--- src/verilog/alu_pkg.sv ---
package alu_pkg;

    // operand width, processed one bit per clock
    localparam int WORD_BITS = 16;

    typedef logic [WORD_BITS-1:0] word_t;

    // serial bit position within a word
    typedef logic [$clog2(WORD_BITS)-1:0] bit_idx_t;

    // OP_LOAD writes the immediate, the rest run through the serial unit
    typedef enum logic [3:0] {
        OP_LOAD = 4'd0,
        OP_ADD  = 4'd1,
        OP_SUB  = 4'd2,
        OP_XOR  = 4'd3,
        OP_AND  = 4'd4,
        OP_NOT  = 4'd5,  // src_b unused
        OP_OR   = 4'd6,
        OP_NOR  = 4'd7,
        OP_NAND = 4'd8
    } op_t;

endpackage

--- src/verilog/regfile_pkg.sv ---
package regfile_pkg;

    localparam int NUM_REGS = 4;

    typedef logic [$clog2(NUM_REGS)-1:0] reg_addr_t;

    // one enable bit per storage word
    typedef logic [NUM_REGS-1:0] reg_mask_t;

endpackage

--- src/verilog/cmd_sequencer.sv ---
module cmd_sequencer (
    input  logic         clk,
    input  logic         arst_n,
    input  logic         req,
    input  alu_pkg::op_t op,
    output logic         ack,
    output logic         start,
    output logic         shift,
    output logic         write
);

    typedef enum logic [1:0] {
        ST_IDLE,
        ST_RUN,
        ST_WRITE,
        ST_ACK
    } state_t;

    state_t state;
    alu_pkg::bit_idx_t bit_cnt;

    always_ff @(posedge clk or negedge arst_n) begin
        if (!arst_n) begin
            state   <= ST_IDLE;
            bit_cnt <= '0;
            ack     <= 1'b0;
        end else begin
            case (state)
                ST_IDLE: begin
                    bit_cnt <= '0;
                    if (req) begin
                        // immediate load needs no serial pass
                        state <= (op == alu_pkg::OP_LOAD) ? ST_WRITE : ST_RUN;
                    end
                end
                ST_RUN: begin
                    bit_cnt <= bit_cnt + alu_pkg::bit_idx_t'(1);
                    if (bit_cnt == alu_pkg::bit_idx_t'(alu_pkg::WORD_BITS - 1)) begin
                        state <= ST_WRITE;
                    end
                end
                ST_WRITE: begin
                    state <= ST_ACK;
                end
                ST_ACK: begin
                    ack <= req;  // held while host keeps req up
                    if (ack && !req) begin
                        state <= ST_IDLE;
                    end
                end
                default: begin
                    state <= ST_IDLE;
                end
            endcase
        end
    end

    assign shift = (state == ST_RUN);
    assign start = (state == ST_RUN) && (bit_cnt == '0);  // first serial cycle
    assign write = (state == ST_WRITE);

    // ack is registered, so it must already be low once the FSM is back in idle
    a_no_ack_in_idle: assert property (
        @(posedge clk) disable iff (!arst_n)
        (state == ST_IDLE) |-> !ack
    );

endmodule

--- src/verilog/reg_port_ctrl.sv ---
module reg_port_ctrl (
    input  logic                    clk,
    input  logic                    arst_n,
    input  alu_pkg::op_t            op,
    input  regfile_pkg::reg_addr_t  src_a,
    input  regfile_pkg::reg_addr_t  src_b,
    input  regfile_pkg::reg_addr_t  dst,
    input  alu_pkg::word_t          imm,
    input  logic                    shift,
    input  logic                    write,
    input  logic                    res_bit,
    output regfile_pkg::reg_mask_t  load_mask,
    output regfile_pkg::reg_mask_t  shift_mask,
    output alu_pkg::word_t          load_data,
    output alu_pkg::word_t          result
);

    regfile_pkg::reg_mask_t sel_a;
    regfile_pkg::reg_mask_t sel_b;
    regfile_pkg::reg_mask_t sel_dst;
    alu_pkg::word_t         asm_word;

    // one-hot word decode
    assign sel_a   = regfile_pkg::reg_mask_t'(1) << src_a;
    assign sel_b   = regfile_pkg::reg_mask_t'(1) << src_b;
    assign sel_dst = regfile_pkg::reg_mask_t'(1) << dst;

    // both sources rotate, a shared index just rotates once
    assign shift_mask = shift ? (sel_a | sel_b) : '0;
    assign load_mask  = write ? sel_dst : '0;

    assign load_data = (op == alu_pkg::OP_LOAD) ? imm : asm_word;

    // lsb arrives first, enters at the top and walks down
    always_ff @(posedge clk) begin
        if (shift) begin
            asm_word <= {res_bit, asm_word[alu_pkg::WORD_BITS-1:1]};
        end
    end

    always_ff @(posedge clk or negedge arst_n) begin
        if (!arst_n) begin
            result <= '0;
        end else if (write) begin
            result <= load_data;  // same value the dst word takes
        end
    end

endmodule

--- src/verilog/word_reg.sv ---
module word_reg (
    input  logic           clk,
    input  logic           arst_n,
    input  logic           load,
    input  logic           shift,
    input  alu_pkg::word_t load_data,
    output alu_pkg::word_t word
);

    always_ff @(posedge clk or negedge arst_n) begin
        if (!arst_n) begin
            word <= '0;
        end else if (load) begin
            word <= load_data;
        end else if (shift) begin
            // rotate right, bit 0 wraps to the top
            word <= {word[0], word[alu_pkg::WORD_BITS-1:1]};
        end
    end

    // sequencer never overlaps the write cycle with the serial pass
    a_load_shift_excl: assert property (
        @(posedge clk) disable iff (!arst_n)
        !(load && shift)
    );

    a_hold_when_idle: assert property (
        @(posedge clk) disable iff (!arst_n)
        (!load && !shift) |=> $stable(word)
    );

endmodule

--- src/verilog/operand_select.sv ---
module operand_select (
    input  alu_pkg::word_t         words [regfile_pkg::NUM_REGS],
    input  regfile_pkg::reg_addr_t src_a,
    input  regfile_pkg::reg_addr_t src_b,
    output logic                   a_bit,
    output logic                   b_bit
);

    alu_pkg::word_t word_a;
    alu_pkg::word_t word_b;

    assign word_a = words[src_a];
    assign word_b = words[src_b];

    // bit 0 is the current serial bit of a rotating word
    assign a_bit = word_a[0];
    assign b_bit = word_b[0];

endmodule

--- src/verilog/serial_alu.sv ---
module serial_alu (
    input  logic         clk,
    input  logic         arst_n,
    input  alu_pkg::op_t op,
    input  logic         start,
    input  logic         shift,
    input  logic         a_bit,
    input  logic         b_bit,
    output logic         res_bit,
    output logic         carry
);

    logic is_sub;
    logic is_arith;
    logic b_eff;
    logic c_in;
    logic sum;
    logic c_out;

    assign is_sub   = (op == alu_pkg::OP_SUB);
    assign is_arith = (op == alu_pkg::OP_ADD) || is_sub;

    // a - b = a + ~b + 1
    assign b_eff = b_bit ^ is_sub;
    assign c_in  = start ? is_sub : carry;

    assign sum   = a_bit ^ b_eff ^ c_in;
    assign c_out = (a_bit & b_eff) | (c_in & (a_bit ^ b_eff));

    always_comb begin
        case (op)
            alu_pkg::OP_ADD,
            alu_pkg::OP_SUB:  res_bit = sum;
            alu_pkg::OP_XOR:  res_bit = a_bit ^ b_bit;
            alu_pkg::OP_AND:  res_bit = a_bit & b_bit;
            alu_pkg::OP_NOT:  res_bit = ~a_bit;
            alu_pkg::OP_OR:   res_bit = a_bit | b_bit;
            alu_pkg::OP_NOR:  res_bit = ~(a_bit | b_bit);
            alu_pkg::OP_NAND: res_bit = ~(a_bit & b_bit);
            default:          res_bit = 1'b0;  // load bypasses the unit
        endcase
    end

    always_ff @(posedge clk or negedge arst_n) begin
        if (!arst_n) begin
            carry <= 1'b0;
        end else if (shift) begin
            carry <= is_arith ? c_out : 1'b0;  // logic ops leave it clear
        end
    end

endmodule

--- src/verilog/alu_core_top.sv ---
module alu_core_top (
    input  logic                   clk,
    input  logic                   arst_n,
    input  logic                   req,
    input  alu_pkg::op_t           op,
    input  regfile_pkg::reg_addr_t src_a,
    input  regfile_pkg::reg_addr_t src_b,
    input  regfile_pkg::reg_addr_t dst,
    input  alu_pkg::word_t         imm,
    output logic                   ack,
    output alu_pkg::word_t         result,
    output logic                   carry
);

    logic start;
    logic shift;
    logic write;
    logic a_bit;
    logic b_bit;
    logic res_bit;

    regfile_pkg::reg_mask_t load_mask;
    regfile_pkg::reg_mask_t shift_mask;
    alu_pkg::word_t         load_data;
    alu_pkg::word_t         words [regfile_pkg::NUM_REGS];

    cmd_sequencer i_cmd_sequencer (
        .clk    (clk),
        .arst_n (arst_n),
        .req    (req),
        .op     (op),
        .ack    (ack),
        .start  (start),
        .shift  (shift),
        .write  (write)
    );

    reg_port_ctrl i_reg_port_ctrl (
        .clk        (clk),
        .arst_n     (arst_n),
        .op         (op),
        .src_a      (src_a),
        .src_b      (src_b),
        .dst        (dst),
        .imm        (imm),
        .shift      (shift),
        .write      (write),
        .res_bit    (res_bit),
        .load_mask  (load_mask),
        .shift_mask (shift_mask),
        .load_data  (load_data),
        .result     (result)
    );

    for (genvar k = 0; k < regfile_pkg::NUM_REGS; k++) begin : g_word
        word_reg i_word_reg (
            .clk       (clk),
            .arst_n    (arst_n),
            .load      (load_mask[k]),
            .shift     (shift_mask[k]),
            .load_data (load_data),
            .word      (words[k])
        );
    end

    operand_select i_operand_select (
        .words (words),
        .src_a (src_a),
        .src_b (src_b),
        .a_bit (a_bit),
        .b_bit (b_bit)
    );

    serial_alu i_serial_alu (
        .clk     (clk),
        .arst_n  (arst_n),
        .op      (op),
        .start   (start),
        .shift   (shift),
        .a_bit   (a_bit),
        .b_bit   (b_bit),
        .res_bit (res_bit),
        .carry   (carry)
    );

endmodule

--- config.mk ---
export PLATFORM = sky130hd
export DESIGN_NAME = alu_core_top
export DESIGN_NICKNAME = d
export VERILOG_FILES = /design/src/verilog/alu_pkg.sv /design/src/verilog/regfile_pkg.sv /design/src/verilog/cmd_sequencer.sv /design/src/verilog/reg_port_ctrl.sv /design/src/verilog/word_reg.sv /design/src/verilog/operand_select.sv /design/src/verilog/serial_alu.sv /design/src/verilog/alu_core_top.sv
export SDC_FILE = /design/constraint.sdc
export NUM_CORES = 1
export LEC_CHECK = 0
export ABC_CLOCK_PERIOD_IN_PS = 5090
export BUFFER_PORTS_ARGS = -buffer_cell sky130_fd_sc_hd__clkbuf_2
export CAP_MARGIN = 30
export CORE_ASPECT_RATIO = 0.9
export CORE_MARGIN = 8
export CORE_UTILIZATION = 66
export CTS_BUF_LIST = sky130_fd_sc_hd__clkbuf_8
export DETAILED_ROUTE_END_ITERATION = 10
export GPL_TIMING_DRIVEN = 0
export HOLD_SLACK_MARGIN = 0.1
export PLACE_DENSITY = 0.87
export SETUP_SLACK_MARGIN = 0.2
export SLEW_MARGIN = 20
export SYNTH_ARGS = -nofsm -noshare
export SYNTH_HDL_FRONTEND = slang
export SYNTH_SLANG_ARGS = --single-unit
export TNS_END_PERCENT = 5
--- constraint.sdc ---
create_clock -name clk -period 5.09 [get_ports clk]
set_input_delay 0.509 -clock clk [delete_from_list [all_inputs] [get_ports clk]]
set_output_delay 0.509 -clock clk [all_outputs]
set_load 0.1 [all_outputs]
==> summary.txt, run 1 <==
Status
  • Outcome: complete, no violations

Global route
  • Largest net degree at the start of global routing: 89
  • Vias in the first global route: 3773
  • Antenna violations before repair: 0
  • Global-route wire length before repair: 19200 µm
  • Overflow left after global routing: 0
  • Total global-route track usage: 23.0%

Worst setup path
  • Worst Setup Path Type: reg2reg
  • CP max FO: 17
  • FF-to-FF path depth: 12
  • Slowest-stage cell, CP: ha_1
  • Setup crit end kind: register
  • Crit path buf inv count: 3
  • Crit start category: register
  • Critical Path RT: 5180 ps
  • Crit path cell chain: inv_1 > ha_1 > clkbuf_1 > clkbuf_1 > nor4bb_1 > nand2_1 > o21ai_0 > fa_1 > nor4bb_1 > a41o_1 > a31oi_1 > o221ai_1
  • CP peak stage delay: 680 ps
  • CP delay by family, top: adder cells
  • CP arrival: 4190 ps
  • Register-to-register setup slack: 1000 ps
  • Reg2reg end: i_reg_port_ctrl.asm_word[15]
  • Worst r2r src: i_cmd_sequencer.state[1]

Timing
  • Fmax: 0.244 GHz
  • Setup_tns: 0 ps
  • Final setup violation count: 0
  • Worst rel slew slack: 47.3%
  • Final Hold Viols: 0
  • RSZ-0062 raised after global routing: false
  • Minimum clock period: 4090 ps
  • Clk_skew: 11.2 ps
  • Final period util: 80.4%
  • Worst slew pin tran: 790 ps
  • Final WS setup: 997 ps
  • Max Slew Vio Count: 0

CTS
  • # Post-CTS Setup Buffers: 0
  • Hold bufs inserted after CTS: 0
  • Clk buf depth: 2
  • Root buffer cell: clkbuf_8
  • CTS tree: yes
  • Number of gates resized after CTS: 0
  • Clock latency on the worst-skew pair: 370 ps
  • Clock buffer count from CTS: 9
  • Clk sink count: 104
  • H-tree levels: 3
  • Clk slew on worst S/H paths: 100 ps

Synth
  • Simple-gate portion of the synthesized area: 8.75%
  • Count of different cell masters after synthesis: 45
  • Post-synthesis mux area share: 22.5%
  • Synth Register Bits: 104
  • Most used DFF post-synth: dfrtp_1
  • EDFF count, synth: 16
  • Post-Syn Instances: 432
  • Warnings, synthesis: 0
  • Complex-gate fraction of the synthesized area: 9.18%
  • Async SR Flop Fraction: 84.6%
  • Synth Net Count: 470
  • Sequential share of the synthesized area: 53.2%
  • Synth area leaders: dfrtp_1 (44%), mux2i_1 (13%), edfxtp_1 (9.5%)
  • Post-synth top area cell: dfrtp_1
  • Post-Synth Adder-Cell Area: 2.38%
  • Yosys top cell area share: 43.7%
  • Main combinational cell family by area after synthesis: multiplexers
  • Mapped cell area: 5040 µm²
  • Synth Area in XOR/XNOR: 0.521%
  • Mean Syn Cell Area: 11.7 µm²

Route
  • Vias: 3657
  • Drt pass-1 iters: 5
  • Detail Route Antenna Nets: 0
  • Routed vias/inst: 6.22
  • Wire length per cell: 20.5 µm
  • DRC: 0
  • First DRT Iteration DRCs: 288
  • Final wirelength: 12000 µm

Floorplan
  • Die Span X: 108 µm
  • Initial Utilization: 67.5%
  • Die footprint: 10700 µm²
  • Core Area: 7470 µm²
  • # rows: 30
  • Die height: 98.9 µm
  • Num ports: 47

Finish
  • Fraction of layout cells with a size suffix above 1: 21.7%
  • Layout Utilization: 75.8%
  • Commonest cells after routing, fill and taps aside: dfrtp_1 (88), nand2_1 (69), o21ai_0 (68)
  • Fin nets: 525
  • Ant diodes: 0
  • Number of flip-flops in the largest register: 64
  • Most common cell after layout, fill and taps aside: dfrtp_1
  • P&R area growth vs syn: 12.2%

Run
  • Max-Cap Viols: 0

Pwr
  • Clock Power Share: 17.5%
  • Worst vdd ir: 0.823 mV
  • Cell Int Power: 2.13 mW
  • Reg power frac: 38.4%
  • Switching pwr: 1.68 mW
  • Pwr Density: 674 nW/µm²
  • Logic gate share of total power: 44.1%
  • Switch share: 44.1%
  • Total Power: 3.81 mW
  • P_leak: 2.79 nW

Placed design
  • PortBufs: 44
  • GP Congestion: 0.858
  • Detailed Place HPWL: 8030 µm
  • Place WS: 1160 ps

Min path
  • HP Class: in2async
[synth_stat cells (4+ instances only)]
| master | n |
|---|---|
| buf_2 | 9 |
| mux2_1 | 9 |
| buf_4 | 4 |
| o21ai_0 | 68 |
| ha_1 | 8 |
| clkbuf_1 | 8 |
| dfrtp_1 | 88 |
| nand2_1 | 69 |
| mux2_4 | 9 |
| mux2_2 | 16 |
| mux2i_1 | 65 |
| edfxtp_1 | 16 |
| inv_1 | 11 |
| nor2_1 | 5 |
[power by group through the flow]
stage / logic, mW / clock network [mW] / registers [mW]
final: 1.68 / 0.666 / 1.47
after global routing: 1.79 / 0.696 / 1.50
after CTS: 1.68 / 0.670 / 1.46
after detailed placement: 1.65 / 0 / 1.47
after global placement: 1.59 / 0 / 1.44
after floorplan: 0.791 / 0 / 1.92
[worst register-to-register path, stage by stage (launching register included)]
cell      delay, ps
dfrtp_1         440
inv_1           120
ha_1            680
clkbuf_1        370
clkbuf_1        450
nor4bb_1        420
nand2_1          80
o21ai_0         110
fa_1            480
nor4bb_1        150
a41o_1          200
a31oi_1         150
o221ai_1        160
[cell type report]
cell class | count | area [µm²]
inverter | 11 | 41.3
multi-input combinational | 292 | 2190
sequential | 104 | 2680
clock inverter | 7 | 141
buffer | 25 | 135
clock buffer | 9 | 124
timing repair buffer | 44 | 229
tap | 96 | 120
fill | 474 | 1810
[kinds of logic (layout without fill, tap and decap cells)]
| logic type | Yosys count | in the layout |
|---|---|---|
| simple gates | 96 | 96 |
| flops | 104 | 104 |
| buf+inv | 36 | 96 |
| xor+xnor | 3 | 3 |
| fa+ha+maj | 9 | 9 |
| compound gates | 82 | 82 |
| mux | 102 | 102 |
[stage by stage]
stage               instances  hold WS [ps]  instance area [µm²]
finish                    588           164                 5660
global route              588           238                 5660
CTS                       588           207                 5660
detailed placement        572           436                 5390
global placement          572           431                 5390
floorplan                 432           213                 5040
[worst max path at each step]
stage | end | cells past startpoint | slack [ps] | from
floorplan | i_reg_port_ctrl.asm_word[15] | 12 | 1830 | i_cmd_sequencer.state[1]
global placement | i_reg_port_ctrl.asm_word[15] | 12 | 1250 | i_cmd_sequencer.state[1]
detailed placement | i_reg_port_ctrl.asm_word[15] | 12 | 1160 | i_cmd_sequencer.state[1]
CTS | i_reg_port_ctrl.asm_word[15] | 12 | 1030 | i_cmd_sequencer.state[1]
global route | i_reg_port_ctrl.asm_word[15] | 12 | 820 | i_cmd_sequencer.state[1]
finish | i_reg_port_ctrl.asm_word[15] | 12 | 1000 | i_cmd_sequencer.state[1]
[metal layers]
| layer | up-vias | share of wire (%) | track usage [%] |
|---|---|---|---|
| met2 | 167 | 49 | 36.2 |
| met4 | 0 | 2.7 | 10.1 |
| met3 | 31 | 7.6 | 5.02 |
| met5 | - | 0 | 0 |
| li1 | 1638 | - | - |
| met1 | 1821 | 41 | 29.7 |
Power figures use the tool's default switching activity.
==> inputs of run 2 (changes only) <==
--- a/config.mk
+++ b/config.mk
@@ -5,17 +5,17 @@
 export SDC_FILE = /design/constraint.sdc
 export NUM_CORES = 1
 export LEC_CHECK = 0
-export ABC_CLOCK_PERIOD_IN_PS = 5090
+export ABC_CLOCK_PERIOD_IN_PS = 4000
 export BUFFER_PORTS_ARGS = -buffer_cell sky130_fd_sc_hd__clkbuf_2
 export CAP_MARGIN = 30
 export CORE_ASPECT_RATIO = 0.9
 export CORE_MARGIN = 8
-export CORE_UTILIZATION = 66
+export CORE_UTILIZATION = 61
 export CTS_BUF_LIST = sky130_fd_sc_hd__clkbuf_8
 export DETAILED_ROUTE_END_ITERATION = 10
 export GPL_TIMING_DRIVEN = 0
 export HOLD_SLACK_MARGIN = 0.1
-export PLACE_DENSITY = 0.87
+export PLACE_DENSITY = 0.82
 export SETUP_SLACK_MARGIN = 0.2
 export SLEW_MARGIN = 20
 export SYNTH_ARGS = -nofsm -noshare
==> constraint.sdc (replaced) <==
create_clock -name clk -period 4 [get_ports clk]
set_input_delay 0.4 -clock clk [delete_from_list [all_inputs] [get_ports clk]]
set_output_delay 0.4 -clock clk [all_outputs]
set_load 0.1 [all_outputs]
==> summary.txt, run 2 (synthesized netlist as in run 1, its figures left out) <==
Floorplan
  • Die Span X: 112 µm (+3.4%)
  • Die height: 102 µm (+3.4%)
  • # rows: 31 (+3.3%)
  • Die footprint: 11400 µm² (+6.9%)
  • Num ports: 47 (unchanged)
  • Initial Utilization: 62.8% (-4.7 points)
  • Core Area: 8030 µm² (+7.5%)

Finish
  • Most common cell after layout, fill and taps aside: dfrtp_1
  • Multi-input logic area: 2210 µm² (+1.3%)
  • Commonest cells after routing, fill and taps aside: dfrtp_1 (88), nand2_1 (69), o21ai_0 (68)
  • Ant diodes: 0 (unchanged)
  • Fraction of layout cells with a size suffix above 1: 22.0% (+0.20 points)
  • Finished Layout Cells: 591 (+0.51%)
  • P&R area growth vs syn: 12.0%
  • Number of flip-flops in the largest register: 64 (unchanged)
  • Fin nets: 525 (unchanged)
  • # fillers: 570 (+20%)
  • Sequential cell area: 2680 µm² (unchanged)
  • Layout Utilization: 70.3% (-5.4 points)

Pwr
  • Cell Int Power: 2.61 mW (+23%)
  • P_leak: 2.78 nW (-0.31%)
  • Switching pwr: 2.08 mW (+24%)
  • Reg power frac: 39.5% (+1.1 points)
  • Worst vdd ir: 1.05 mV (+28%)
  • Pwr Density: 831 nW/µm² (+23%)
  • Switch share: 44.3% (+0.19 points)
  • Clock Power Share: 15.4% (-2.1 points)
  • Total Power: 4.69 mW (+23%)
  • Logic gate share of total power: 45.1% (+1.0 points)

Placed design
  • Detailed Place HPWL: 7880 µm (-2.0%)
  • GP Congestion: 0.820 (-4.5%)
  • PortBufs: 44 (unchanged)
  • Place WS: -77.1 ps (-1230 ps)
  • Cells after DPL: 575 (+0.52%)

Worst setup path
  • FF-to-FF path depth: 12 (unchanged)
  • Crit start category: register
  • CP arrival: 3500 ps (-690 ps)
  • Register-to-register setup slack: 600 ps (-400 ps)
  • Reg2reg end: i_reg_port_ctrl.asm_word[15]
  • Setup crit end kind: register
  • Critical Path RT: 4100 ps (-1080 ps)
  • Worst Setup Path Type: reg2reg
  • Worst r2r src: i_cmd_sequencer.state[1]
  • CP max FO: 17 (unchanged)

Route
  • First DRT Iteration DRCs: 187 (-35%)
  • Wire length per cell: 19.2 µm (-6.3%)
  • DRC: 0 (unchanged)
  • Vias: 3512 (-4.0%)
  • Drt pass-1 iters: 6 (+1)
  • Routed vias/inst: 5.94 (-4.5%)
  • Detail Route Antenna Nets: 0 (unchanged)
  • Final wirelength: 11300 µm (-5.8%)

Global route
  • Largest net degree at the start of global routing: 89 (unchanged)
  • Global-route wire length before repair: 18200 µm (-5.2%)
  • Overflow left after global routing: 0 (unchanged)
  • Antenna violations before repair: 0 (unchanged)
  • Total global-route track usage: 20.7% (-2.3 points)
  • Vias in the first global route: 3600 (-4.6%)

CTS
  • # Post-CTS Setup Buffers: 0 (unchanged)
  • Clk sink count: 104 (unchanged)
  • Hold bufs inserted after CTS: 0 (unchanged)
  • Clk buf depth: 2 (unchanged)
  • Clock buffer count from CTS: 9 (unchanged)
  • Root buffer cell: clkbuf_8
  • H-tree levels: 3 (unchanged)
  • Clk slew on worst S/H paths: 100 ps (about the same)
  • CTS tree: yes
  • Clock latency on the worst-skew pair: 370 ps (about the same)

Timing
  • Worst slew pin tran: 704 ps (-86.5 ps)
  • Fmax: 0.294 GHz (+20%)
  • Clk_skew: 15.4 ps (+4.25 ps)
  • Final WS setup: 597 ps (-400 ps)
  • Final setup violation count: 0 (unchanged)
  • Max Slew Vio Count: 0 (unchanged)
  • Hold slack: 49.9 ps (-114 ps)
  • Minimum clock period: 3400 ps (-690 ps)
  • Worst rel slew slack: 53.1% (+5.8 points)
  • Final period util: 85.1% (+4.7 points)
  • RSZ-0062 raised after global routing: false
  • Final Hold Viols: 0 (unchanged)

Run
  • Max-Cap Viols: 0 (unchanged)

Min path
  • HP Class: in2async

Status
  • Outcome: complete, no violations
## run 2: cell types whose count changed in the layout (fill, tap and decap cells not counted), sizes merged
cell,change
clkinv,-1
inv,+2
bufinv,-2
clkbuf,+1
## run 2: through the flow
step | area [µm²] | setup TNS [ps]
floorplan | 5040 | 0
global placement | 5390 | 0
detailed placement | 5400 | -77.1
CTS | 5630 | 0
global route | 5650 | 0
finish | 5650 | 0
## run 2: metal layers
metal / track usage [%] / part of all wire [%] / vias to the layer above
li1: - / - / 1642
met1: 25.9 / 43 / 1737
met2: 35.3 / 49 / 118
met3: 5.02 / 6.6 / 15
met4: 5.88 / 1.4 / 0
met5: 0 / 0 / -
## run 2: area by class of cell
type / count / share of cell area (%)
flip-flops and latches: 104 / 47.5
multi-input cells: 292 / 39.2
repair buffers: 44 / 4.05
clock buffers: 10 / 2.44
plain buffers: 25 / 2.41
well taps: 99 / 2.19
clock inverters: 6 / 1.48
inverters: 11 / 0.731
## run 2: how the worst max path moves through the flow
stage / start / to / depth (start not counted) / slack, ps
after global routing: i_cmd_sequencer.state[1] / i_reg_port_ctrl.asm_word[15] / 11 / 320
after global placement: i_cmd_sequencer.state[1] / i_reg_port_ctrl.asm_word[15] / 12 / 80
after floorplan: i_cmd_sequencer.state[1] / i_reg_port_ctrl.asm_word[15] / 12 / 740
final: i_cmd_sequencer.state[1] / i_reg_port_ctrl.asm_word[15] / 12 / 600
after CTS: i_cmd_sequencer.state[1] / i_reg_port_ctrl.asm_word[15] / 12 / 240
after detailed placement: i_cmd_sequencer.state[1] / i_reg_port_ctrl.asm_word[15] / 12 / -80
## run 2: critical path: stages (launching register included)
cell and delay (ps):
dfrtp_1 440, inv_1 140, ha_4 300, clkbuf_1 340, clkbuf_2 300, nor4bb_4 300, nand2_1 80, o21ai_0 100
fa_1 480, nor4bb_1 150, a41o_1 200, a31oi_1 140, o221ai_1 160
## run 2: power by group through the flow
| stage | clock network [mW] | registers, mW | logic (mW) |
|---|---|---|---|
| final | 0.723 | 1.86 | 2.12 |
| after global routing | 0.766 | 1.91 | 2.28 |
| after CTS | 0.731 | 1.85 | 2.11 |
| after detailed placement | 0 | 1.86 | 2.10 |
| after global placement | 0 | 1.84 | 2.03 |
| after floorplan | 0 | 2.44 | 1.01 |
## run 2: repair_timing
action | 4_1_cts | 5_1_grt
gates resized for setup | 2 | 4
cloned | 0 | 0
setup endpoints to repair | 1 | 1
